$ cat config.mk
export PLATFORM = sky130hd
export DESIGN_NAME = instrDecode_flat
export DESIGN_NICKNAME = d
export VERILOG_FILES = /design/src/verilog/cpuPkg.sv /design/src/verilog/pipeIf.sv /design/src/verilog/instrDecode.sv /design/src/flat_wrapper.sv
export SDC_FILE = /design/constraint.sdc
export NUM_CORES = 1
export LEC_CHECK = 0
export BUFFER_PORTS_ARGS = -buffer_cell sky130_fd_sc_hd__buf_4
export CAP_MARGIN = 20
export CORE_ASPECT_RATIO = 0.9
export CORE_MARGIN = 2
export CORE_UTILIZATION = 40
export CTS_BUF_LIST = sky130_fd_sc_hd__clkbuf_8 sky130_fd_sc_hd__clkbuf_16
export DETAILED_ROUTE_END_ITERATION = 7
export GPL_TIMING_DRIVEN = 0
export PLACE_DENSITY = 0.6
export SETUP_SLACK_MARGIN = 0.3
export SYNTH_ARGS = -nofsm -noshare
export SYNTH_HDL_FRONTEND = slang
export SYNTH_SLANG_ARGS = --single-unit
$ cat constraint.sdc
create_clock -name clk -period 26.7 [get_ports clk]
set_input_delay 5.34 -clock clk [delete_from_list [all_inputs] [get_ports clk]]
set_output_delay 5.34 -clock clk [all_outputs]
set_load 0.02 [all_outputs]
$ cat src/verilog/cpuPkg.sv
package cpuPkg;

  // ==============================
  // Widths and types
  // ==============================
  localparam int dataWidth  = 32;
  localparam int regNoWidth = 4;
  localparam int immWidth   = 16;
  localparam int regCount   = 1 << regNoWidth;

  typedef logic [dataWidth-1:0]  word_t;
  typedef logic [regNoWidth-1:0] regNo_t;

  // PC and memory geometry
  localparam word_t startPc        = 32'h100;
  localparam word_t instSize       = 32'd4;
  localparam int    byteOffsetBits = $clog2(instSize);
  localparam int    imemWords      = 1024;
  localparam int    dmemWords      = 1024;
  localparam int    imemIdxWidth   = $clog2(imemWords);
  localparam int    dmemIdxWidth   = $clog2(dmemWords);

  // ==============================
  // Memory-mapped I/O
  // ==============================
  localparam word_t addrLedr = 32'hFFFFF020;
  localparam word_t addrHex  = 32'hFFFFF000;
  localparam word_t ioMask   = 32'hFFFFF000;

  localparam int ledrWidth = 10;
  localparam int hexWidth  = 24;
  localparam logic [hexWidth-1:0] hexResetValue = 24'hFEDEAD;

  // ==============================
  // Opcodes and control
  // ==============================
  typedef enum logic [5:0] {
    ALUR = 6'h00, BEQ  = 6'h08, BLT  = 6'h09, BLE  = 6'h0A,
    BNE  = 6'h0B, JAL  = 6'h0C, LW   = 6'h12, SW   = 6'h1A,
    ADDI = 6'h20, ANDI = 6'h24, ORI  = 6'h25, XORI = 6'h26
  } op1_t;

  typedef enum logic [7:0] {
    EQ   = 8'h08, LT   = 8'h09, LE   = 8'h0A, NE   = 8'h0B,
    ADD  = 8'h20, AND  = 8'h24, OR   = 8'h25, XOR  = 8'h26,
    SUB  = 8'h28, NAND = 8'h2C, NOR  = 8'h2D, NXOR = 8'h2E,
    RSHF = 8'h30, LSHF = 8'h31
  } op2_t;

  typedef struct packed {
    logic isBranch;
    logic isJump;
    logic readMem;
    logic writeMem;
    logic writeReg;
  } ctrl_t;

endpackage

$ cat src/verilog/pipeIf.sv
`timescale 1ns/100ps

// Decode latch contents, seen by execute
interface decodeBus import cpuPkg::*; ();
  word_t  pc;
  op1_t   op1;
  op2_t   op2;
  word_t  imm;
  word_t  val1;
  word_t  val2;
  regNo_t wregNo;
  ctrl_t  ctrl;

  modport source (output pc, op1, op2, imm, val1, val2, wregNo, ctrl);
  modport sink   (input  pc, op1, op2, imm, val1, val2, wregNo, ctrl);
endinterface

// Execute latch contents, seen by the result stage
interface execBus import cpuPkg::*; ();
  word_t  aluOut;
  word_t  storeVal;
  regNo_t wregNo;
  ctrl_t  ctrl;

  modport source (output aluOut, storeVal, wregNo, ctrl);
  modport sink   (input  aluOut, storeVal, wregNo, ctrl);
  // Decode only looks at the destination for hazards
  modport snoop  (input  wregNo, ctrl);
endinterface

$ cat src/verilog/instrDecode.sv
`timescale 1ns/100ps

module instrDecode import cpuPkg::*; (
  input  logic     clk,
  input  logic     RESET,
  input  word_t    instr,
  input  word_t    instrPc,
  input  logic     redirect,
  input  word_t    exFwd,
  input  word_t    memFwd,
  input  logic     wbEn,
  input  regNo_t   wbNo,
  input  word_t    wbVal,
  output logic     stall,
  decodeBus.source dec,
  execBus.snoop    ex
);

  op1_t   op1;
  op2_t   op2;
  word_t  immExt;
  regNo_t rd;
  regNo_t rs;
  regNo_t rt;
  regNo_t wregNo;
  ctrl_t  ctrl;
  logic   readsRt;
  word_t  regs [regCount];

  // ==============================
  // Field decode
  // ==============================
  assign op1    = op1_t'(instr[31:26]);
  assign op2    = op2_t'(instr[25:18]);
  assign immExt = {{(dataWidth-immWidth){instr[23]}}, instr[23:8]};
  assign rd     = instr[11:8];
  assign rs     = instr[7:4];
  assign rt     = instr[3:0];

  // ALUR writes rd, everything else writes rt
  assign wregNo = (op1 == ALUR) ? rd : rt;

  // Immediate ops share the 100 prefix and never read rt
  assign readsRt = !(op1 == JAL || op1 == LW || instr[31:29] == 3'b100);

  always_comb begin
    ctrl = '0;
    case (op1)
      ALUR, ADDI, ANDI, ORI, XORI: ctrl.writeReg = 1'b1;
      BEQ, BLT, BLE, BNE:          ctrl.isBranch = 1'b1;
      JAL: begin
        ctrl.isJump   = 1'b1;
        ctrl.writeReg = 1'b1;
      end
      LW: begin
        ctrl.readMem  = 1'b1;
        ctrl.writeReg = 1'b1;
      end
      SW:      ctrl.writeMem = 1'b1;
      default: ctrl = '0;
    endcase
    // All-zero word is the fetch bubble
    if (instr == '0) begin
      ctrl = '0;
    end
  end

  // Load in the decode latch feeding the instruction being decoded
  assign stall = dec.ctrl.readMem &&
                 (rs == dec.wregNo || (readsRt && rt == dec.wregNo));

  // ==============================
  // Register file and bypass
  // ==============================
  always_ff @(posedge clk or posedge RESET) begin
    if (RESET) begin
      for (int i = 0; i < regCount; i++) begin
        regs[i] <= '0;
      end
    end else if (wbEn) begin
      regs[wbNo] <= wbVal;
    end
  end

  // Youngest producer first, write port last
  function automatic word_t pickOperand(input regNo_t r);
    word_t v;
    if (dec.ctrl.writeReg && dec.wregNo == r) begin
      v = exFwd;
    end else if (ex.ctrl.writeReg && ex.wregNo == r) begin
      v = memFwd;
    end else if (wbEn && wbNo == r) begin
      v = wbVal;
    end else begin
      v = regs[r];
    end
    return v;
  endfunction

  // Decode latch
  always_ff @(posedge clk or posedge RESET) begin
    if (RESET) begin
      dec.ctrl <= '0;
    end else if (redirect || stall) begin
      dec.ctrl <= '0;
    end else begin
      dec.ctrl <= ctrl;
    end
  end

  always_ff @(posedge clk) begin
    dec.pc     <= instrPc;
    dec.op1    <= op1;
    dec.op2    <= op2;
    dec.imm    <= immExt;
    dec.val1   <= pickOperand(rs);
    dec.val2   <= pickOperand(rt);
    dec.wregNo <= wregNo;
  end

endmodule

$ cat src/flat_wrapper.sv
// flat-port wrapper written by rule: the top's interface ports become plain ports
module instrDecode_flat import cpuPkg::*;
  (clk, RESET, instr, instrPc, redirect, exFwd, memFwd, wbEn, wbNo, wbVal, stall, dec_pc, dec_op1, dec_op2, dec_imm, dec_val1, dec_val2, dec_wregNo, dec_ctrl, ex_wregNo, ex_ctrl);
  decodeBus dec_i ();
  execBus ex_i ();
  input  logic clk;
  input  logic RESET;
  input  word_t instr;
  input  word_t instrPc;
  input  logic redirect;
  input  word_t exFwd;
  input  word_t memFwd;
  input  logic wbEn;
  input  regNo_t wbNo;
  input  word_t wbVal;
  output logic stall;
  output wire logic [$bits(dec_i.pc)-1:0] dec_pc;
  output wire logic [$bits(dec_i.op1)-1:0] dec_op1;
  output wire logic [$bits(dec_i.op2)-1:0] dec_op2;
  output wire logic [$bits(dec_i.imm)-1:0] dec_imm;
  output wire logic [$bits(dec_i.val1)-1:0] dec_val1;
  output wire logic [$bits(dec_i.val2)-1:0] dec_val2;
  output wire logic [$bits(dec_i.wregNo)-1:0] dec_wregNo;
  output wire logic [$bits(dec_i.ctrl)-1:0] dec_ctrl;
  input wire logic [$bits(ex_i.wregNo)-1:0] ex_wregNo;
  input wire logic [$bits(ex_i.ctrl)-1:0] ex_ctrl;
  assign dec_pc = dec_i.pc;
  assign dec_op1 = dec_i.op1;
  assign dec_op2 = dec_i.op2;
  assign dec_imm = dec_i.imm;
  assign dec_val1 = dec_i.val1;
  assign dec_val2 = dec_i.val2;
  assign dec_wregNo = dec_i.wregNo;
  assign dec_ctrl = dec_i.ctrl;
  assign ex_i.wregNo = ex_wregNo;
  assign ex_i.ctrl = ex_ctrl;
  instrDecode u_core (.clk(clk), .RESET(RESET), .instr(instr), .instrPc(instrPc), .redirect(redirect), .exFwd(exFwd), .memFwd(memFwd), .wbEn(wbEn), .wbNo(wbNo), .wbVal(wbVal), .stall(stall), .dec(dec_i), .ex(ex_i));
endmodule
==> run summary <==
In the final design database the tool counted 2949 nets. Entering global routing, the biggest net connects 124 pins. The slowest cell on the critical path is nor4_1. The filler-free cell count of the finished design is 3886. The clock network fraction of total power came out at about a third. The clock network latency to the later pin of the worst-skew pair came out at ~0.63 ns. The count of buffers added on input and output ports is 316. The fraction of registers with async set or reset after synthesis came out at 80.7%. The count of instances resized after the clock tree is built came out at 0.

The worst hold slack after final layout is 0.518 ns. The final count of hold timing violations was 0. Registers are responsible for 44.1% of the overall power. The sequential element share of the synthesized area is 47.6%.

The post-CTS setup repair buffer count is 0. The required time at the endpoint of the critical path is between 20 and 25 ns. The final-report setup violation count is 0. The chip height is 274 um.

The pre-antenna-repair detailed-routing pass consisted of 7 iterations. In this run the worst hold path is classified as reg -> reg. The category of cells accounting for the largest share of critical-path delay is simple AND/OR/NAND/NOR gates. The number of H-tree levels came out at 3. The number of global-route vias before repair is 24.4k. The overall overflow remaining after global route is 0. The filler cells instantiated in the layout total 7020. The cell count along the critical path is 7. The relative slew slack is 18.5%.

Leaving out fill and tap cells, the most frequent cell in the layout is mux2_2. The cell row count came out at 98. The launch point of the worst path is instr[1]. The slack of the worst reg-to-reg path is 23.67 ns.

The total area inside the core boundary comes to 0.0798 sq mm. The switching portion of total power came out at 29.0%. The minimum period implied by the final worst setup slack came out at 12.13 ns. During synthesis, Yosys emitted a total of 0 warnings. The vias after detailed routing came out at roughly 24k. In this run, placement finished with an instance count of 3746. The total number of clock tree sinks is 641.

Adding up every negative setup slack in the final design gives 0 ns. The cell area after synthesis came out at ~0.032 sq mm. The end of the worst register-to-register path is u_core.dec.val1[2]$_DFF_P_. In this run the remaining antenna-violating nets after routing total 0. The number of antenna violations at the first check in global routing came out at 10. IR analysis of the VDD net gives a maximum drop of 0.0000491 V.

The floorplan step set the die width to ~300 um. The critical path goes through buf_4, buf_2, xor2_1, nor4_1, a31o_2, and2_1, buf_4. The number of synthesized register bits came out at 641. The prevailing post-synth register cell is dfrtp_1. The capture point of the critical path is stall. The count of different cell masters after synthesis came out at 44. For the pin with the worst max-slew slack, the measured transition is 1.22 ns. The flow ran to the end, and the final reports show no timing, DRC or antenna violations. The area growth from synthesis to layout came out at 19.2%. After clock tree synthesis, the clock-pin slew on the worst setup and hold paths is 0.06 ns. The number of maximum-capacitance constraint violations is 0.

Of all nets on the critical path, the largest fanout is 11. The worst setup path is captured at a primary output. In this design, the stage delay of the slowest critical-path cell is ~0.38 ns. The count of hold-fix buffers inserted at cts is 0. The part of the power in combinational logic came out at between 20% and 30%. By instance count, the cell type seen most on the critical path is buf_4. By startpoint and endpoint, the worst setup path is classified as in -> out. In this run the critical register-to-register path is launched from u_core.dec.wregNo[1]$_DFF_P_. The congestion estimate from routability-driven global placement came to just over 0.9. The switching power of the nets came out at between 800 and 900 uW.

The critical path launch point type is a primary input. The top cell types in the final layout, fill and taps aside, are 531 x mux2_2, 517 x dfrtp_1, 343 x buf_4. The largest clock skew in the final design is 0.0298 ns. The aggregate global-route resource usage came out at about 28%. The overall routed net length came out at roughly 120000 um.

The detail-routed via count per cell came out at 6.16. The final core utilization is between 40% and 50%. The synthesized instance count is 2374.

Counting flops with a built-in enable in the synthesized netlist gives 0. The post-synth net total came out at ~2.6k. The floorplan step defined a die boundary enclosing 0.0833 sq mm.

The count of boundary I/O pins came out at around 330. The total internal power came out at 2140 uW. The share of final-layout standard cells stronger than drive strength 1 came out at between 40% and 50%.

The total power divided by cell area came out at a little under 80 mW/mm^2. The analysis attributes to cell leakage a power of ~0.017 uW. TritonCTS built the clock tree. Counting both buffers and inverters, the worst setup path holds a total of 3. The number of design-rule violations left by the first detailed-router iteration came out at 2657.

Clock tree synthesis inserted a total of 73 buffers. The HPWL after detailed placement is about 80000 um. The first-pass GRT wire length came out at 171000 um. The average instance in the mapped netlist occupies 13.6 sq um. Setup repair after global routing left no endpoint under its margin. The final worst-path cycle share came out at 45.4%. For this run, the top clock speed supported by timing is 82.4 MHz. For the worst setup path, the data arrival time is 6.79 ns. The number of max-slew violations in the final report came to 0. For this run, design rule violations remaining after detail routing come to 0. Measured in cells, the most critical reg-to-reg path has a length of 6. After detailed routing, the average wire length per cell comes to just over 30 um.

The starting utilization of the core area came out at between 40% and 50%. The tree is rooted in a clkbuf_16. In this run the deepest clock path goes through 3 buffers.
-- area by class of cell --
cell class / instances / area (sq um) / area share (%)
Clock inverter: 45 / 269 / 0.697
Buffer: 249 / 1200 / 3.12
Tap cell: 1050 / 1310 / 3.40
Timing Repair Buffer: 323 / 2540 / 6.57
Sequential cell: 641 / 15400 / 39.9
Multi-Input combinational cell: 1482 / 15800 / 40.8
Inverter: 2 / 15.0 / 0.0389
Antenna cell: 5 / 12.5 / 0.0324
Clock buffer: 89 / 2080 / 5.39
-- power by group through the flow --
stage                     registers, uW  clock network (uW)  logic, uW
after floorplan                    1330                   0        452
after global placement             1330                   0        672
after detailed placement           1340                   0        688
after CTS                          1320                1010        691
after global routing               1350                1050        734
final                              1330                 991        694
-- cells by family (layout without fill, tap and decap cells) --
group,count (synthesis),in the layout,share of synthesized area (%)
multiplexers,930,930,38.4
buffers and inverters,251,708,3.74
AO/OA/AOI/OAI,263,263,5.59
other,0,5,0
XOR/XNOR,24,24,0.649
AND/OR/NAND/NOR,265,265,4.06
flip-flops,641,641,47.6
-- registers in the layout, indices dropped and copies added (netlist names) --
signal,count
u_core.dec.ctrl,5
u_core.dec.pc,32
u_core.dec.val1,32
u_core.dec.val2,32
u_core.regs,512
u_core.dec.wregNo,4
u_core.dec.op2,8
u_core.dec.op1,6
u_core.dec.imm,10
-- through the flow --
stage	power, uW	instance area, sq um	worst slack, ns
after detailed placement	2030	36200	14.59
after floorplan	1780	32400	6.92
after CTS	3020	38600	14.59
final	3010	38600	14.57
after global routing	3130	38600	14.45
after global placement	2000	36100	1.39
-- metal layers --
layer / global-route usage, % / share of wire [%] / vias to the layer above
met4: 11.7 / 4.4 / 12
met1: 37.0 / 40 / 12500
met5: 0.964 / 0.15 / -
li1: - / - / 9770
met3: 8.76 / 10 / 334
met2: 43.2 / 45 / 1367
-- how the worst min path moves through the flow --
stage	endpoint	slack [ns]	cells after the start	start
finish	u_core.regs[228]$_DFFE_PP0P_	0.52	1	u_core.regs[228]$_DFFE_PP0P_
global route	u_core.regs[261]$_DFFE_PP0P_	0.54	1	u_core.regs[261]$_DFFE_PP0P_
CTS	u_core.regs[228]$_DFFE_PP0P_	0.52	1	u_core.regs[228]$_DFFE_PP0P_
detailed placement	u_core.regs[228]$_DFFE_PP0P_	0.51	1	u_core.regs[228]$_DFFE_PP0P_
global placement	u_core.regs[451]$_DFFE_PP0P_	0.49	1	u_core.regs[451]$_DFFE_PP0P_
floorplan	u_core.regs[479]$_DFFE_PP0P_	0.48	1	u_core.regs[479]$_DFFE_PP0P_
-- cells in the mapped netlist, types with 13 or more instances --
cell type | number | share of area (%)
nand2_1 | 70 | 0.81
mux2i_1 | 188 | 5.8
o22ai_1 | 62 | 1.2
buf_2 | 63 | 0.97
dfxtp_1 | 124 | 7.7
o21ai_0 | 34 | 0.53
xnor2_1 | 13 | 0.35
dfrtp_1 | 517 | 40
mux4_2 | 194 | 13
mux2_2 | 531 | 18
buf_1 | 22 | 0.25
nor2b_1 | 34 | 0.66
a21oi_1 | 36 | 0.56
clkbuf_1 | 125 | 1.4
a211oi_1 | 62 | 1.4
a221o_1 | 32 | 0.99
buf_4 | 27 | 0.63
mux2_1 | 17 | 0.59
nor2_1 | 80 | 0.93
and3_1 | 34 | 0.66
o211ai_1 | 32 | 0.74
Note: power is estimated with default switching activity, not from simulation.
